**config.mk**
```make
export PLATFORM = sky130hd
export DESIGN_NAME = frame_base
export DESIGN_NICKNAME = d
export VERILOG_FILES = /design/src/logic/frame_cfg_pkg.sv /design/src/logic/frame_av_pkg.sv /design/src/logic/spi_user_io.sv /design/src/logic/spi_data_io.sv /design/src/logic/sigma_delta_dac.sv /design/src/logic/video_out_mux.sv /design/src/logic/frame_base.sv
export VERILOG_INCLUDE_DIRS = /design/src /design/src/logic
export SDC_FILE = /design/constraint.sdc
export NUM_CORES = 1
export LEC_CHECK = 0
export BUFFER_PORTS_ARGS = -buffer_cell sky130_fd_sc_hd__buf_2
export CORE_MARGIN = 4
export CORE_UTILIZATION = 30
export DETAILED_ROUTE_END_ITERATION = 8
export GPL_ROUTABILITY_DRIVEN = 0
export MAX_ROUTING_LAYER = met4
export SKIP_LAST_GASP = 1
export SLEW_MARGIN = 20
export SYNTH_ARGS = -nofsm -noshare
export SYNTH_HDL_FRONTEND = slang
export SYNTH_SLANG_ARGS = --single-unit
```
**constraint.sdc**
```tcl
create_clock -name clk_sys -period 7.1 [get_ports clk_sys]
set_input_delay 0.355 -clock clk_sys [delete_from_list [all_inputs] [get_ports clk_sys]]
set_output_delay 0.355 -clock clk_sys [all_outputs]
set_load 0.02 [all_outputs]
```
**src/logic/spi_byte_rx.svh**
```systemverilog
// spi byte receiver front end

// oversampled receiver state, all of it advances on clk_sys
typedef struct packed {
   logic [1:0] sck_s;     // two-flop synchronisers, [1] is the settled value
   logic [1:0] di_s;
   logic [1:0] ss_s;
   logic       sck_last;  // previous settled sck for edge detect
   logic [2:0] bit_cnt;
   logic [6:0] shreg;     // first seven bits of the byte, MSB first
} spi_rx_t;

localparam spi_rx_t SPI_RX_RESET = '{
   sck_s:    2'b00,
   di_s:     2'b00,
   ss_s:     2'b11,       // starts deselected
   sck_last: 1'b0,
   bit_cnt:  3'd0,
   shreg:    7'd0
};

// rising sck while the select is low
function automatic logic spi_rx_rise(input spi_rx_t rx);
   return rx.sck_s[1] & ~rx.sck_last & ~rx.ss_s[1];
endfunction

// eighth edge of a byte, valid for one cycle
function automatic logic spi_rx_done(input spi_rx_t rx);
   return spi_rx_rise(rx) && (rx.bit_cnt == 3'd7);
endfunction

function automatic spi_byte_t spi_rx_byte(input spi_rx_t rx);
   return {rx.shreg, rx.di_s[1]};
endfunction

function automatic spi_rx_t spi_rx_next(input spi_rx_t rx, input logic sck,
                                        input logic di, input logic ss);
   spi_rx_t nx;
   nx          = rx;
   nx.sck_s    = {rx.sck_s[0], sck};
   nx.di_s     = {rx.di_s[0], di};
   nx.ss_s     = {rx.ss_s[0], ss};
   nx.sck_last = rx.sck_s[1];
   if (rx.ss_s[1]) begin
      nx.bit_cnt = 3'd0;   // byte framing restarts with every select
   end else if (spi_rx_rise(rx)) begin
      nx.bit_cnt = rx.bit_cnt + 3'd1;
      nx.shreg   = {rx.shreg[5:0], rx.di_s[1]};
   end
   return nx;
endfunction

```
**src/logic/frame_cfg_pkg.sv**
```systemverilog
// frame control protocol types

package frame_cfg_pkg;

   // status and joystick words, most significant byte sent first
   typedef logic [31:0] cfg_word_t;

   // one byte as shifted in from the control processor
   typedef logic [7:0] spi_byte_t;

   // command codes, first byte of a frame on the configuration select
   localparam spi_byte_t CMD_STATUS = 8'h01;   // 4 payload bytes
   localparam spi_byte_t CMD_JOY1   = 8'h02;   // 4 payload bytes
   localparam spi_byte_t CMD_JOY2   = 8'h03;   // 4 payload bytes
   localparam spi_byte_t CMD_VIDEO  = 8'h04;   // 1 byte, bit 0 ypbpr, bit 1 scan2x off

   // opens a ROM download on the download select
   localparam spi_byte_t CMD_DOWNLOAD = 8'h5a;

endpackage

```
**src/logic/frame_av_pkg.sv**
```systemverilog
// frame audio and video types

package frame_av_pkg;

   // final colour channel as driven to the board DAC
   typedef logic [5:0] color6_t;

   // pcm sample from the game, signed or offset binary
   typedef logic [15:0] sample_t;

   // chroma mid level, centres Pb and Pr in the 6-bit range
   localparam color6_t YPBPR_OFFSET = 6'd32;

endpackage

```
**src/logic/spi_user_io.sv**
```systemverilog
// spi configuration receiver
`timescale 1ns/1ps

module spi_user_io
   import frame_cfg_pkg::*;
(
   input  logic      clk_sys,
   input  logic      rst_n_i,
   input  logic      spi_sck_i,
   input  logic      spi_di_i,
   input  logic      spi_ss_io_i,
   output cfg_word_t status_o,
   output cfg_word_t joystick1_o,
   output cfg_word_t joystick2_o,
   output logic      ypbpr_o,
   output logic      scan2x_enb_o
);

`include "spi_byte_rx.svh"

typedef enum logic [1:0] {IDLE, PAYLOAD, IGNORE} state_t;

spi_rx_t    rx_q;
state_t     state_q;
spi_byte_t  cmd_q;
logic [1:0] left_q;       // payload bytes still due minus one
cfg_word_t  payload_q;
logic       byte_done;
spi_byte_t  rx_byte;
cfg_word_t  word_next;
logic       commit;
logic       commit_status;
logic       commit_joy1;
logic       commit_joy2;
logic       commit_video;

assign byte_done = spi_rx_done(rx_q);
assign rx_byte   = spi_rx_byte(rx_q);
assign word_next = {payload_q[23:0], rx_byte};

// last byte of a frame lands this cycle
assign commit        = byte_done && (state_q == PAYLOAD) && (left_q == 2'd0);
assign commit_status = commit && (cmd_q == CMD_STATUS);
assign commit_joy1   = commit && (cmd_q == CMD_JOY1);
assign commit_joy2   = commit && (cmd_q == CMD_JOY2);
assign commit_video  = commit && (cmd_q == CMD_VIDEO);

always_ff @(posedge clk_sys) begin
   if (!rst_n_i) begin
      rx_q    <= SPI_RX_RESET;
      state_q <= IDLE;
      left_q  <= 2'd0;
   end else begin
      rx_q <= spi_rx_next(rx_q, spi_sck_i, spi_di_i, spi_ss_io_i);
      if (rx_q.ss_s[1]) begin
         state_q <= IDLE;
      end else if (byte_done) begin
         case (state_q)
            IDLE: begin
               case (rx_byte)
                  CMD_STATUS, CMD_JOY1, CMD_JOY2: begin
                     state_q <= PAYLOAD;
                     left_q  <= 2'd3;
                  end
                  CMD_VIDEO: begin
                     state_q <= PAYLOAD;
                     left_q  <= 2'd0;
                  end
                  default: state_q <= IGNORE;   // unknown command waits for deselect
               endcase
            end
            PAYLOAD: begin
               if (left_q == 2'd0)
                  state_q <= IGNORE;   // extra bytes are dropped
               left_q <= left_q - 2'd1;
            end
            default: ;
         endcase
      end
   end
end

always_ff @(posedge clk_sys) begin
   if (byte_done && (state_q == IDLE))
      cmd_q <= rx_byte;
   if (byte_done && (state_q == PAYLOAD))
      payload_q <= word_next;
end

always_ff @(posedge clk_sys) begin
   if (!rst_n_i) begin
      status_o     <= '0;
      joystick1_o  <= '0;
      joystick2_o  <= '0;
      ypbpr_o      <= 1'b0;
      scan2x_enb_o <= 1'b0;
   end else begin
      if (commit_status) status_o    <= word_next;
      if (commit_joy1)   joystick1_o <= word_next;
      if (commit_joy2)   joystick2_o <= word_next;
      if (commit_video) begin
         ypbpr_o      <= rx_byte[0];
         scan2x_enb_o <= rx_byte[1];
      end
   end
end

// a finished frame always carries a known command, so exactly one register takes it
a_one_commit: assert property (@(posedge clk_sys) disable iff (!rst_n_i)
   commit |-> $onehot({commit_status, commit_joy1, commit_joy2, commit_video}));

endmodule

```
**src/logic/spi_data_io.sv**
```systemverilog
// spi rom download receiver
`timescale 1ns/1ps

module spi_data_io
   import frame_cfg_pkg::*;
#(
   parameter int ADDR_W = 25
) (
   input  logic              clk_sys,
   input  logic              rst_n_i,
   input  logic              spi_sck_i,
   input  logic              spi_di_i,
   input  logic              spi_ss_dl_i,
   output logic [ADDR_W-1:0] ioctl_addr_o,
   output spi_byte_t         ioctl_data_o,
   output logic              ioctl_wr_o,
   output logic              downloading_o
);

`include "spi_byte_rx.svh"

typedef enum logic [1:0] {WAIT_CMD, ACTIVE, SKIP} state_t;

spi_rx_t   rx_q;
state_t    state_q;
logic      byte_done;
spi_byte_t rx_byte;

assign byte_done     = spi_rx_done(rx_q);
assign rx_byte       = spi_rx_byte(rx_q);
assign downloading_o = (state_q == ACTIVE);

always_ff @(posedge clk_sys) begin
   if (!rst_n_i) begin
      rx_q         <= SPI_RX_RESET;
      state_q      <= WAIT_CMD;
      ioctl_wr_o   <= 1'b0;
      ioctl_addr_o <= '0;
   end else begin
      rx_q       <= spi_rx_next(rx_q, spi_sck_i, spi_di_i, spi_ss_dl_i);
      ioctl_wr_o <= 1'b0;
      if (ioctl_wr_o)
         ioctl_addr_o <= ioctl_addr_o + ADDR_W'(1);   // step once the write is out
      if (rx_q.ss_s[1]) begin
         state_q <= WAIT_CMD;   // download ends with the select
      end else if (byte_done) begin
         case (state_q)
            WAIT_CMD: begin
               if (rx_byte == CMD_DOWNLOAD) begin
                  state_q      <= ACTIVE;
                  ioctl_addr_o <= '0;
               end else begin
                  state_q <= SKIP;   // no opening command, whole frame dropped
               end
            end
            ACTIVE:  ioctl_wr_o <= 1'b1;
            default: ;
         endcase
      end
   end
end

// data byte held until the next one
always_ff @(posedge clk_sys) begin
   if (byte_done && (state_q == ACTIVE))
      ioctl_data_o <= rx_byte;
end

a_wr_in_download: assert property (@(posedge clk_sys) disable iff (!rst_n_i)
   ioctl_wr_o |-> downloading_o);

endmodule

```
**src/logic/sigma_delta_dac.sv**
```systemverilog
// first-order sigma-delta audio dac
`timescale 1ns/1ps

module sigma_delta_dac
   import frame_av_pkg::*;
#(
   parameter bit SIGNED_SND = 1'b1
) (
   input  logic    clk_sys,
   input  logic    rst_n_i,
   input  sample_t pcm_i,
   output logic    dac_o
);

// accumulator with the carry on top
typedef logic [16:0] acc_t;

sample_t pcm_ofs;
acc_t    acc_q;

// two's complement to offset binary by flipping the sign bit
assign pcm_ofs = {pcm_i[15] ^ SIGNED_SND, pcm_i[14:0]};

always_ff @(posedge clk_sys) begin
   if (!rst_n_i) begin
      acc_q <= '0;
   end else begin
      // carry is dropped back out every cycle
      acc_q <= acc_t'(acc_q[15:0]) + acc_t'(pcm_ofs);
   end
end

assign dac_o = acc_q[16];   // pulse density follows the sample level

endmodule

```
**src/logic/video_out_mux.sv**
```systemverilog
// final video select and ypbpr encoder
`timescale 1ns/1ps

module video_out_mux
   import frame_av_pkg::*;
#(
   parameter int COLORW = 4
) (
   input  logic              clk_sys,
   input  logic              rst_n_i,
   input  logic [COLORW-1:0] game_r_i,
   input  logic [COLORW-1:0] game_g_i,
   input  logic [COLORW-1:0] game_b_i,
   input  logic              game_hs_i,
   input  logic              game_vs_i,
   input  color6_t           scan2x_r_i,
   input  color6_t           scan2x_g_i,
   input  color6_t           scan2x_b_i,
   input  logic              scan2x_hs_i,
   input  logic              scan2x_vs_i,
   input  logic              scan2x_enb_i,
   input  logic              ypbpr_i,
   output color6_t           video_r_o,
   output color6_t           video_g_o,
   output color6_t           video_b_o,
   output logic              video_hs_o,
   output logic              video_vs_o
);

if (COLORW < 3 || COLORW > 8) begin : g_bad_colorw
   $error("video_out_mux: COLORW must lie in 3 to 8");
end

localparam logic signed [15:0] OFS_S = 16'(YPBPR_OFFSET);

// game bits on top, top bits repeated below
function automatic color6_t widen(input logic [COLORW-1:0] c);
   color6_t w;
   for (int i = 0; i < 6; i++) begin
      w[5-i] = c[COLORW-1-(i % COLORW)];
   end
   return w;
endfunction

function automatic color6_t clamp6(input logic signed [15:0] v);
   if (v < 16'sd0)
      return 6'd0;
   if (v > 16'sd63)
      return 6'd63;
   return v[5:0];
endfunction

color6_t            src_r;
color6_t            src_g;
color6_t            src_b;
logic               src_hs;
logic               src_vs;
logic               csync;
logic signed [15:0] r_s;
logic signed [15:0] g_s;
logic signed [15:0] b_s;
logic signed [15:0] y_sum;
logic signed [15:0] pb_sum;
logic signed [15:0] pr_sum;

always_comb begin
   src_r  = scan2x_enb_i ? widen(game_r_i) : scan2x_r_i;
   src_g  = scan2x_enb_i ? widen(game_g_i) : scan2x_g_i;
   src_b  = scan2x_enb_i ? widen(game_b_i) : scan2x_b_i;
   src_hs = scan2x_enb_i ? ~game_hs_i : scan2x_hs_i;   // game syncs are active high
   src_vs = scan2x_enb_i ? ~game_vs_i : scan2x_vs_i;
   csync  = ~(src_hs ^ src_vs);
end

always_comb begin
   r_s    = signed'({10'd0, src_r});
   g_s    = signed'({10'd0, src_g});
   b_s    = signed'({10'd0, src_b});
   y_sum  = 16'sd77 * r_s + 16'sd150 * g_s + 16'sd29 * b_s;
   pb_sum = 16'sd128 * b_s - 16'sd43 * r_s - 16'sd85 * g_s;
   pr_sum = 16'sd128 * r_s - 16'sd107 * g_s - 16'sd21 * b_s;
end

always_ff @(posedge clk_sys) begin
   if (!rst_n_i) begin
      video_r_o  <= '0;
      video_g_o  <= '0;
      video_b_o  <= '0;
      video_hs_o <= 1'b0;
      video_vs_o <= 1'b0;
   end else begin
      if (ypbpr_i) begin
         video_r_o <= clamp6((pr_sum >>> 8) + OFS_S);   // Pr on red
         video_g_o <= clamp6(y_sum >>> 8);              // Y on green
         video_b_o <= clamp6((pb_sum >>> 8) + OFS_S);   // Pb on blue
      end else begin
         video_r_o <= src_r;
         video_g_o <= src_g;
         video_b_o <= src_b;
      end
      // scart and component want composite sync, vs tied high
      video_hs_o <= (scan2x_enb_i | ypbpr_i) ? csync : src_hs;
      video_vs_o <= (scan2x_enb_i | ypbpr_i) ? 1'b1  : src_vs;
   end
end

endmodule

```
**src/logic/frame_base.sv**
```systemverilog
// retro core frame base layer
`timescale 1ns/1ps

module frame_base
   import frame_cfg_pkg::*, frame_av_pkg::*;
#(
   parameter int COLORW     = 4,
   parameter bit SIGNED_SND = 1'b1,
   parameter bit STEREO     = 1'b0,
   parameter int ADDR_W     = 25
) (
   input  logic              clk_sys,
   input  logic              rst_n_i,
   input  logic              spi_sck_i,
   input  logic              spi_di_i,
   input  logic              spi_ss_io_i,
   input  logic              spi_ss_dl_i,
   output cfg_word_t         status_o,
   output cfg_word_t         joystick1_o,
   output cfg_word_t         joystick2_o,
   output logic              ypbpr_o,
   output logic              scan2x_enb_o,   // also turns the outside doubler off
   output logic [ADDR_W-1:0] ioctl_addr_o,
   output spi_byte_t         ioctl_data_o,
   output logic              ioctl_wr_o,
   output logic              downloading_o,
   input  logic [COLORW-1:0] game_r_i,
   input  logic [COLORW-1:0] game_g_i,
   input  logic [COLORW-1:0] game_b_i,
   input  logic              game_hs_i,
   input  logic              game_vs_i,
   input  color6_t           scan2x_r_i,
   input  color6_t           scan2x_g_i,
   input  color6_t           scan2x_b_i,
   input  logic              scan2x_hs_i,
   input  logic              scan2x_vs_i,
   input  sample_t           snd_left_i,
   input  sample_t           snd_right_i,
   output logic              snd_left_o,
   output logic              snd_right_o,
   output color6_t           video_r_o,
   output color6_t           video_g_o,
   output color6_t           video_b_o,
   output logic              video_hs_o,
   output logic              video_vs_o
);

spi_user_io u_user_io (
   .clk_sys      ( clk_sys      ),
   .rst_n_i      ( rst_n_i      ),
   .spi_sck_i    ( spi_sck_i    ),
   .spi_di_i     ( spi_di_i     ),
   .spi_ss_io_i  ( spi_ss_io_i  ),
   .status_o     ( status_o     ),
   .joystick1_o  ( joystick1_o  ),
   .joystick2_o  ( joystick2_o  ),
   .ypbpr_o      ( ypbpr_o      ),
   .scan2x_enb_o ( scan2x_enb_o )
);

spi_data_io #(.ADDR_W(ADDR_W)) u_data_io (
   .clk_sys       ( clk_sys       ),
   .rst_n_i       ( rst_n_i       ),
   .spi_sck_i     ( spi_sck_i     ),
   .spi_di_i      ( spi_di_i      ),
   .spi_ss_dl_i   ( spi_ss_dl_i   ),
   .ioctl_addr_o  ( ioctl_addr_o  ),
   .ioctl_data_o  ( ioctl_data_o  ),
   .ioctl_wr_o    ( ioctl_wr_o    ),
   .downloading_o ( downloading_o )
);

sigma_delta_dac #(.SIGNED_SND(SIGNED_SND)) u_dac_left (
   .clk_sys ( clk_sys    ),
   .rst_n_i ( rst_n_i    ),
   .pcm_i   ( snd_left_i ),
   .dac_o   ( snd_left_o )
);

if (STEREO) begin : g_stereo
   sigma_delta_dac #(.SIGNED_SND(SIGNED_SND)) u_dac_right (
      .clk_sys ( clk_sys     ),
      .rst_n_i ( rst_n_i     ),
      .pcm_i   ( snd_right_i ),
      .dac_o   ( snd_right_o )
   );
end else begin : g_mono
   assign snd_right_o = snd_left_o;   // mono game, same bit on both sides
end

video_out_mux #(.COLORW(COLORW)) u_video (
   .clk_sys      ( clk_sys      ),
   .rst_n_i      ( rst_n_i      ),
   .game_r_i     ( game_r_i     ),
   .game_g_i     ( game_g_i     ),
   .game_b_i     ( game_b_i     ),
   .game_hs_i    ( game_hs_i    ),
   .game_vs_i    ( game_vs_i    ),
   .scan2x_r_i   ( scan2x_r_i   ),
   .scan2x_g_i   ( scan2x_g_i   ),
   .scan2x_b_i   ( scan2x_b_i   ),
   .scan2x_hs_i  ( scan2x_hs_i  ),
   .scan2x_vs_i  ( scan2x_vs_i  ),
   .scan2x_enb_i ( scan2x_enb_o ),
   .ypbpr_i      ( ypbpr_o      ),
   .video_r_o    ( video_r_o    ),
   .video_g_o    ( video_g_o    ),
   .video_b_o    ( video_b_o    ),
   .video_hs_o   ( video_hs_o   ),
   .video_vs_o   ( video_vs_o   )
);

endmodule

```
# Yosys cells after proc, flatten, opt, wreduce, memory -nomap -nowiden
# Index checks and enable logic that the tools add are counted.
[word_totals]
inputBits = 72
elab_cells = 167
output_inout_bits = 155
mem_count = 0
register_bits = 241
latch_bits = 0
rom_bits = 0
ramBits = 0
[classes]
order_cmp = 6
n_shift = 0
reduce_logical = 24
bitwise_logic = 16
n_addsub = 13
n_div = 0
eq_ne = 15
n_mul = 7
muxes = 55
[op_table]
columns = ["op", "count"]
rows = [
  ["$mux W25", 5],
  ["$mux W6", 18],
  ["$mul A7 B6 Y13 const A", 4],
  ["$eq A8 B2 Y1 const B", 4],
  ["$gt A16 B7 Y1 const B", 2],
  ["$lt A16 B1 Y1 const B", 2],
  ["$sub A14 B16 Y16", 2],
  ["$mux W1", 26],
  ["$add A25 B1 Y25 const B", 1],
  ["$mul A5 B6 Y11 const A", 2],
  ["$add A8 B7 Y9 const B", 2],
  ["$add A16 B16 Y17", 1],
  ["$add A16 B12 Y16", 1],
  ["$add A16 B16 Y16", 1],
  ["$eq A8 B1 Y1 const B", 2],
  ["$eq A8 B3 Y1 const B", 2],
  ["$sub A16 B12 Y16", 1],
  ["$sub A16 B14 Y16", 1],
  ["$mul A6 B6 Y12 const A", 1],
  ["$pmux W2 S2", 3],
  ["$logic_and A1 B1 Y1", 10],
  ["$not A1 Y1", 10],
  ["$eq A8 B7 Y1 const B", 1],
  ["$gt A8 B7 Y1 const B", 1],
  ["19 further kinds", 33],
]

# Logic depth before layout (Yosys ltp)
[logic_depth]
ltp_word = 15
ltp_mapped = 32
mapped_depth_nobuf = 30

# By module
# From an unflattened synthesis, not the netlist that was laid out.
[hier_totals]
cells_unflattened = 1593
area_unflattened_um2 = 15756.4
[modules_own_cells]
columns = ["module", "area_each_um2", "seq_area_each_um2", "cells_each", "n_inst"]
rows = [
  ["video_out_mux", 6890.4, 400.4, 767, 1],
  ["spi_user_io", 5521.5, 3343.2, 483, 1],
  ["spi_data_io", 2107.0, 1141.1, 206, 1],
  ["sigma_delta_dac", 1229.9, 340.3, 136, 1],
  ["frame_base", 7.5, 0.0, 1, 1],
]

# Worst setup path after synthesis
# Ideal clock, no wire load.
[synth_timing]
kind = "flip-flop to flip-flop"
from = "register u_user_io.scan2x_enb_o"
to = "register u_video.video_b_o[0]"
stages_incl_launch_ff = 29
setup_time_ps = 58
period_less_slack_ps = 7078
required_time_ps = 7042
path_buffers = 2
setup_slack_ps = 22
t_arrival_ps = 7020
path_cell_list = "dfxtp_1 -> buf_6 -> clkbuf_1 -> mux2i_1 -> inv_1 -> ha_1 -> ha_1 -> fa_1 -> inv_1 -> fa_1 -> nor2b_1 -> o21ai_0 -> a21oi_1 -> o21ai_0 -> a21boi_0 -> nor2_1 -> fa_1 -> inv_1 -> ha_1 -> o21a_1 -> o2111ai_1 -> nand3_1 -> xnor2_1 -> ha_1 -> nor2b_1 -> o2111a_1 -> or4_4 -> a21boi_1 -> o21a_1"
[synth_via]
elab_chain_len = 13
elab_cells_between_ends = 21
classes_between = "add/sub: 3; mul: 2; order compare: 2; mux: 14"
[synth_lines]
columns = ["element", "line_no", "rtl"]
rows = [
  ["start: declaration", "spi_user_io.sv:16", "output logic scan2x_enb_o"],
  ["start signal: assignment", "spi_user_io.sv:103", "scan2x_enb_o <= rx_byte[1];"],
  ["$mux W6", "video_out_mux.sv:67", "src_r = scan2x_enb_i ? widen(game_r_i) : scan2x_r_i;"],
  ["$mul A6 B6 Y12", "video_out_mux.sv:80", "pb_sum = 16'sd128 * b_s - 16'sd43 * r_s - 16'sd85 * g_s;"],
  ["$sub A14 B16 Y16", "video_out_mux.sv:80", ""],
  ["$sub A16 B14 Y16", "video_out_mux.sv:80", ""],
  ["$add A8 B7 Y9", "video_out_mux.sv:95", "video_b_o <= clamp6((pb_sum >>> 8) + OFS_S);"],
  ["$gt A16 B7 Y1", "video_out_mux.sv:48", "if (v > 16'sd63)"],
  ["$mux W1 (2 in series)", "video_out_mux.sv:48", ""],
  ["$mux W1", "video_out_mux.sv:92", "if (ypbpr_i) begin"],
  ["$mux W1", "video_out_mux.sv:85", "if (!rst_n_i) begin"],
  ["$mux W6", "video_out_mux.sv:50", "return v[5:0];"],
  ["$mux W6", "video_out_mux.sv:48", ""],
  ["$mux W6 (*)", "video_out_mux.sv:92", ""],
  ["end signal: assignment", "video_out_mux.sv:95", ""],
  ["end signal: assignment", "video_out_mux.sv:99", "video_b_o <= src_b;"],
  ["end: declaration", "video_out_mux.sv:25", "output color6_t video_b_o,"],
]
# Mark *: on every way between the ends. The rest lies on a longest branch, timed or not. The select of a mux whose other input is x is not followed.
# A chain may end at the register's enable or synchronous reset.

# Final worst setup path
[layout_timing]
from = "register u_user_io.scan2x_enb_o"
to = "register u_video.video_r_o[4]"
[layout_via]
elab_chain_len = 13
elab_cells_between_ends = 21
classes_between = "add/sub: 3; mul: 2; order compare: 2; mux: 14"
[layout_lines]
columns = ["element", "line_no", "rtl"]
rows = [
  ["$mux W6", "video_out_mux.sv:68", "src_g = scan2x_enb_i ? widen(game_g_i) : scan2x_g_i;"],
  ["$mul A7 B6 Y13", "video_out_mux.sv:81", "pr_sum = 16'sd128 * r_s - 16'sd107 * g_s - 16'sd21 * b_s;"],
  ["$sub A14 B16 Y16", "video_out_mux.sv:81", ""],
  ["$sub A16 B12 Y16", "video_out_mux.sv:81", ""],
  ["$add A8 B7 Y9", "video_out_mux.sv:93", "video_r_o <= clamp6((pr_sum >>> 8) + OFS_S);"],
  ["$gt A16 B7 Y1", "video_out_mux.sv:48", ""],
  ["$mux W1 (2 in series)", "video_out_mux.sv:48", ""],
  ["$mux W1", "video_out_mux.sv:92", ""],
  ["$mux W1", "video_out_mux.sv:85", ""],
  ["$mux W6", "video_out_mux.sv:50", ""],
  ["$mux W6", "video_out_mux.sv:48", ""],
  ["$mux W6 (*)", "video_out_mux.sv:92", ""],
  ["end signal: assignment", "video_out_mux.sv:93", ""],
  ["end signal: assignment", "video_out_mux.sv:97", "video_r_o <= src_r;"],
  ["end: declaration", "video_out_mux.sv:23", "output color6_t video_r_o,"],
]
# Marks and branches as above.

==> run metrics <==
outcome=finished clean; DP Cell Count=2586; FILL cells=5217; Ports=227; Cell Pwr Density=332 nW/µm²; WP buf/inv=5; Tmin final=6740 ps; prevailing post-synth register cell=dfxtp_1; DR iter-0 viols=610; crit path from=u_user_io.scan2x_enb_o$_SDFFE_PN0P_; DRT Pass-1 Iters=5; CP max stage delay=490 ps; row cnt=83; Placement Cell Area=17500 µm²; asr flop ratio synth=0%; Fin Clk Skew=20.6 ps; Power Total=roughly 6200 µW; remaining routing DRC violations=0; Max rail drop VDD=0.217 mV; DRT antenna net count=0; CP Capture Type=flop; vias in the first global route=roughly 13000; Avg Vias per Cell=4.80; dpl ws=-18.4 ps; Least-Margin Pin Slew=approximately 900 ps; Design Area, Final=18700 µm²; Initial Util=around 30%; die area=between 50000 and 60000 µm²; Clk Latency, worst-skew pair=about 560 ps; Yosys reg bits=around 240; Final Hold Viols=0; CTS tree=yes; Synth warnings=0; Worst setup SP type=flop; proportion of power drawn by combinational gates=51.5%; final wirelength=41200 µm; layout cells sized above 1=17.0%; via count=12680; Hold WS=44.7 ps; post-synthesis average cell area=9.10 µm²; register area share after synthesis=32.9%; final period utilization=94.9%; Slew Viols, Final=0; Syn Std Cell Area=roughly 16000 µm²; Leak=about 0.0085 µW; synth unique cells=73; first-pass GRT wire length=65800 µm; Mapped Nets=around 2000; post-DP HPWL=31100 µm; power share of the clock group=25.4%; Gate Count Post-Synth=1712; routed length per placed instance=15.6 µm; WP data required=7510 ps; max cap viols=0; Slew headroom=39.1%; Hold WC Path Type=in -> reg; slowest stage cell, crit path=fa_1; EDFF count, synth=40; Final nets=2277; largest net degree at the start of global routing=97; r2r startpoint=u_user_io.scan2x_enb_o$_SDFFE_PN0P_; Max Fclk=0.148 GHz; IO buf count=210; Layout area overhead=19.7%; P_sw=2460 µW; total CTS buffers=27; CP top delay family=adder cells; initial antenna violation count=0; fin worst setup slack=between 300 and 400 ps; clock transition at the registers of the reported paths=around 80 ps; Int Pwr=roughly 3700 µW; Bufs on Longest Clock Path=3; crit path DAT=7140 ps; die height=236 µm; core area=51400 µm²; Chip Width=236 µm; clock sink count=236; Flop pwr share=between 20% and 30%; Hold Startpoint=spi_ss_dl_i; final setup vio count=0; CTS root buffer=clkbuf_16; CP Class=reg -> reg; total gr overflow=0; most repeated library cell on the critical path=ha_1; final non-filler cell total=~2600; worst-path fanout max=14; total track usage=14.6%; Sw Share=39.7%; H-tree levels=1
placed cells by master (no fill, tap or decap), drive strengths merged, types with 14 or more instances in the layout:
cell type,count
edfxtp,40
fa,51
clkbuf,31
nor3,18
xor2,49
nand2,272
nor2b,16
dfxtp,196
o21ai,75
nor2,90
inv,162
and2,19
nand2b,16
ha,212
buf,250
a21o,24
xnor2,47
nand3,28
a21boi,119
a21oi,68
mux2i,14
metal layers:
| layer | vias to the layer above | routed length, µm | share of wire (%) | global-route usage, % |
|---|---|---|---|---|
| met1 | 6037 | 18500 | 45 | 18.2 |
| met2 | 281 | 19500 | 47 | 24.6 |
| met5 | - | 0 | 0 | - |
| li1 | 6298 | - | - | - |
| met3 | 64 | 2030 | 4.9 | 2.42 |
| met4 | 0 | 1200 | 2.9 | 4.18 |
per-stage QoR:
stage | setup TNS (ps) | utilization, %
after floorplan | 0 | -
after global placement | 0 | 34.0
after detailed placement | -18.4 | 34.0
after CTS | 0 | 36.0
after global routing | -22.6 | 36.3
final | 0 | 36.3
cells in the mapped netlist, types with 3 or more instances:
cell | count | area, µm²
a21o_1 | 24 | 180
fa_1 | 51 | 1020
o21a_1 | 12 | 90.1
nand2_1 | 272 | 1020
o21bai_1 | 8 | 60.1
a21oi_1 | 68 | 340
nor3b_1 | 5 | 37.5
nor3_1 | 18 | 90.1
o211a_1 | 5 | 50.1
a211oi_1 | 6 | 45.0
xor2_1 | 49 | 429
o211ai_1 | 3 | 22.5
and4_1 | 3 | 26.3
ha_1 | 212 | 2650
o31a_1 | 4 | 35.0
dfxtp_1 | 196 | 3920
nand3_1 | 28 | 140
nand2b_1 | 16 | 100
nor2_1 | 90 | 338
o311a_1 | 3 | 30.0
or4_1 | 3 | 22.5
clkbuf_1 | 36 | 135
nand4_1 | 5 | 31.3
and3_1 | 9 | 56.3
and3b_1 | 5 | 43.8
a21boi_1 | 92 | 691
mux2_2 | 6 | 67.6
nor2b_1 | 16 | 100
o21ai_0 | 73 | 365
or2_2 | 3 | 18.8
and2_1 | 19 | 119
inv_1 | 160 | 601
a31oi_1 | 11 | 68.8
a21boi_0 | 26 | 195
xnor2_1 | 47 | 412
nor4bb_1 | 3 | 30.0
edfxtp_1 | 40 | 1200
or3_1 | 4 | 25.0
nor4_1 | 5 | 31.3
and4b_1 | 3 | 30.0
buf_6 | 13 | 146
mux2i_1 | 14 | 140
area by class of cell:
type / count / area [µm²] / share of cell area [%]
multi-input cells: 1263 / 9650 / 51.7
flip-flops and latches: 236 / 5130 / 27.5
repair buffers: 254 / 1420 / 7.62
well taps: 680 / 851 / 4.56
clock buffers: 30 / 687 / 3.68
inverters: 160 / 601 / 3.22
clock inverters: 20 / 315 / 1.69
diodes: 1 / 2.50 / 0.0134
cell families after synthesis:
logic type,after synthesis,share of synthesized area (%)
buffers and inverters,213,5.82
AO/OA/AOI/OAI,366,15.8
flip-flops,236,32.9
AND/OR/NAND/NOR,517,15.1
multiplexers,20,1.33
XOR/XNOR,96,5.39
adder cells (fa/ha/maj),264,23.6
power by group through the flow:
stage / combinational (µW) / sequential [µW] / clock [µW]
after floorplan: 2320 / 1480 / 0
after global placement: 2920 / 1460 / 0
after detailed placement: 3010 / 1460 / 0
after CTS: 3050 / 1430 / 1630
after global routing: 3610 / 1440 / 1690
final: 3190 / 1430 / 1570
state kept, by name, summed over array words and instances (netlist names), 5 cells and up:
register	flops
u_data_io.ioctl_addr_o	25
u_dac_left.acc_q	17
u_user_io.rx_byte	8
u_video.video_r_o	6
u_data_io.rx_byte	7
u_user_io.joystick2_o	32
u_video.video_g_o	6
u_user_io.payload_q	24
u_data_io.ioctl_data_o	8
u_video.video_b_o	6
u_user_io.rx_q	9
u_user_io.status_o	32
u_user_io.cmd_q	8
u_data_io.rx_q	5
u_user_io.joystick1_o	32
path summary, 6_finish.rpt:
| kind | cells past startpoint | end | slack, ps |
|---|---|---|---|
| hold / removal | 2 | u_data_io.rx_q[11]$_SDFF_PN1_ | 40 |
| setup / recovery | 29 | u_video.video_r_o[4]$_SDFF_PN0_ | 360 |
| setup reg to reg | 29 | u_video.video_r_o[4]$_SDFF_PN0_ | 360 |
| hold reg to reg | 1 | u_data_io.rx_q[12]$_SDFF_PN1_ | 410 |
what timing repair did:
| item | in CTS | in global routing |
|---|---|---|
| hold buffers | 3 | 0 |
| hold endpoints to repair | 3 | 0 |
| setup buffers | 0 | 3 |
| resized for setup | 3 | 27 |
| cloned | 0 | 1 |
| pin swaps | 1 | 7 |
| setup endpoints to repair | 5 | 12 |
No activity file was read; power rests on OpenSTA's default activity.
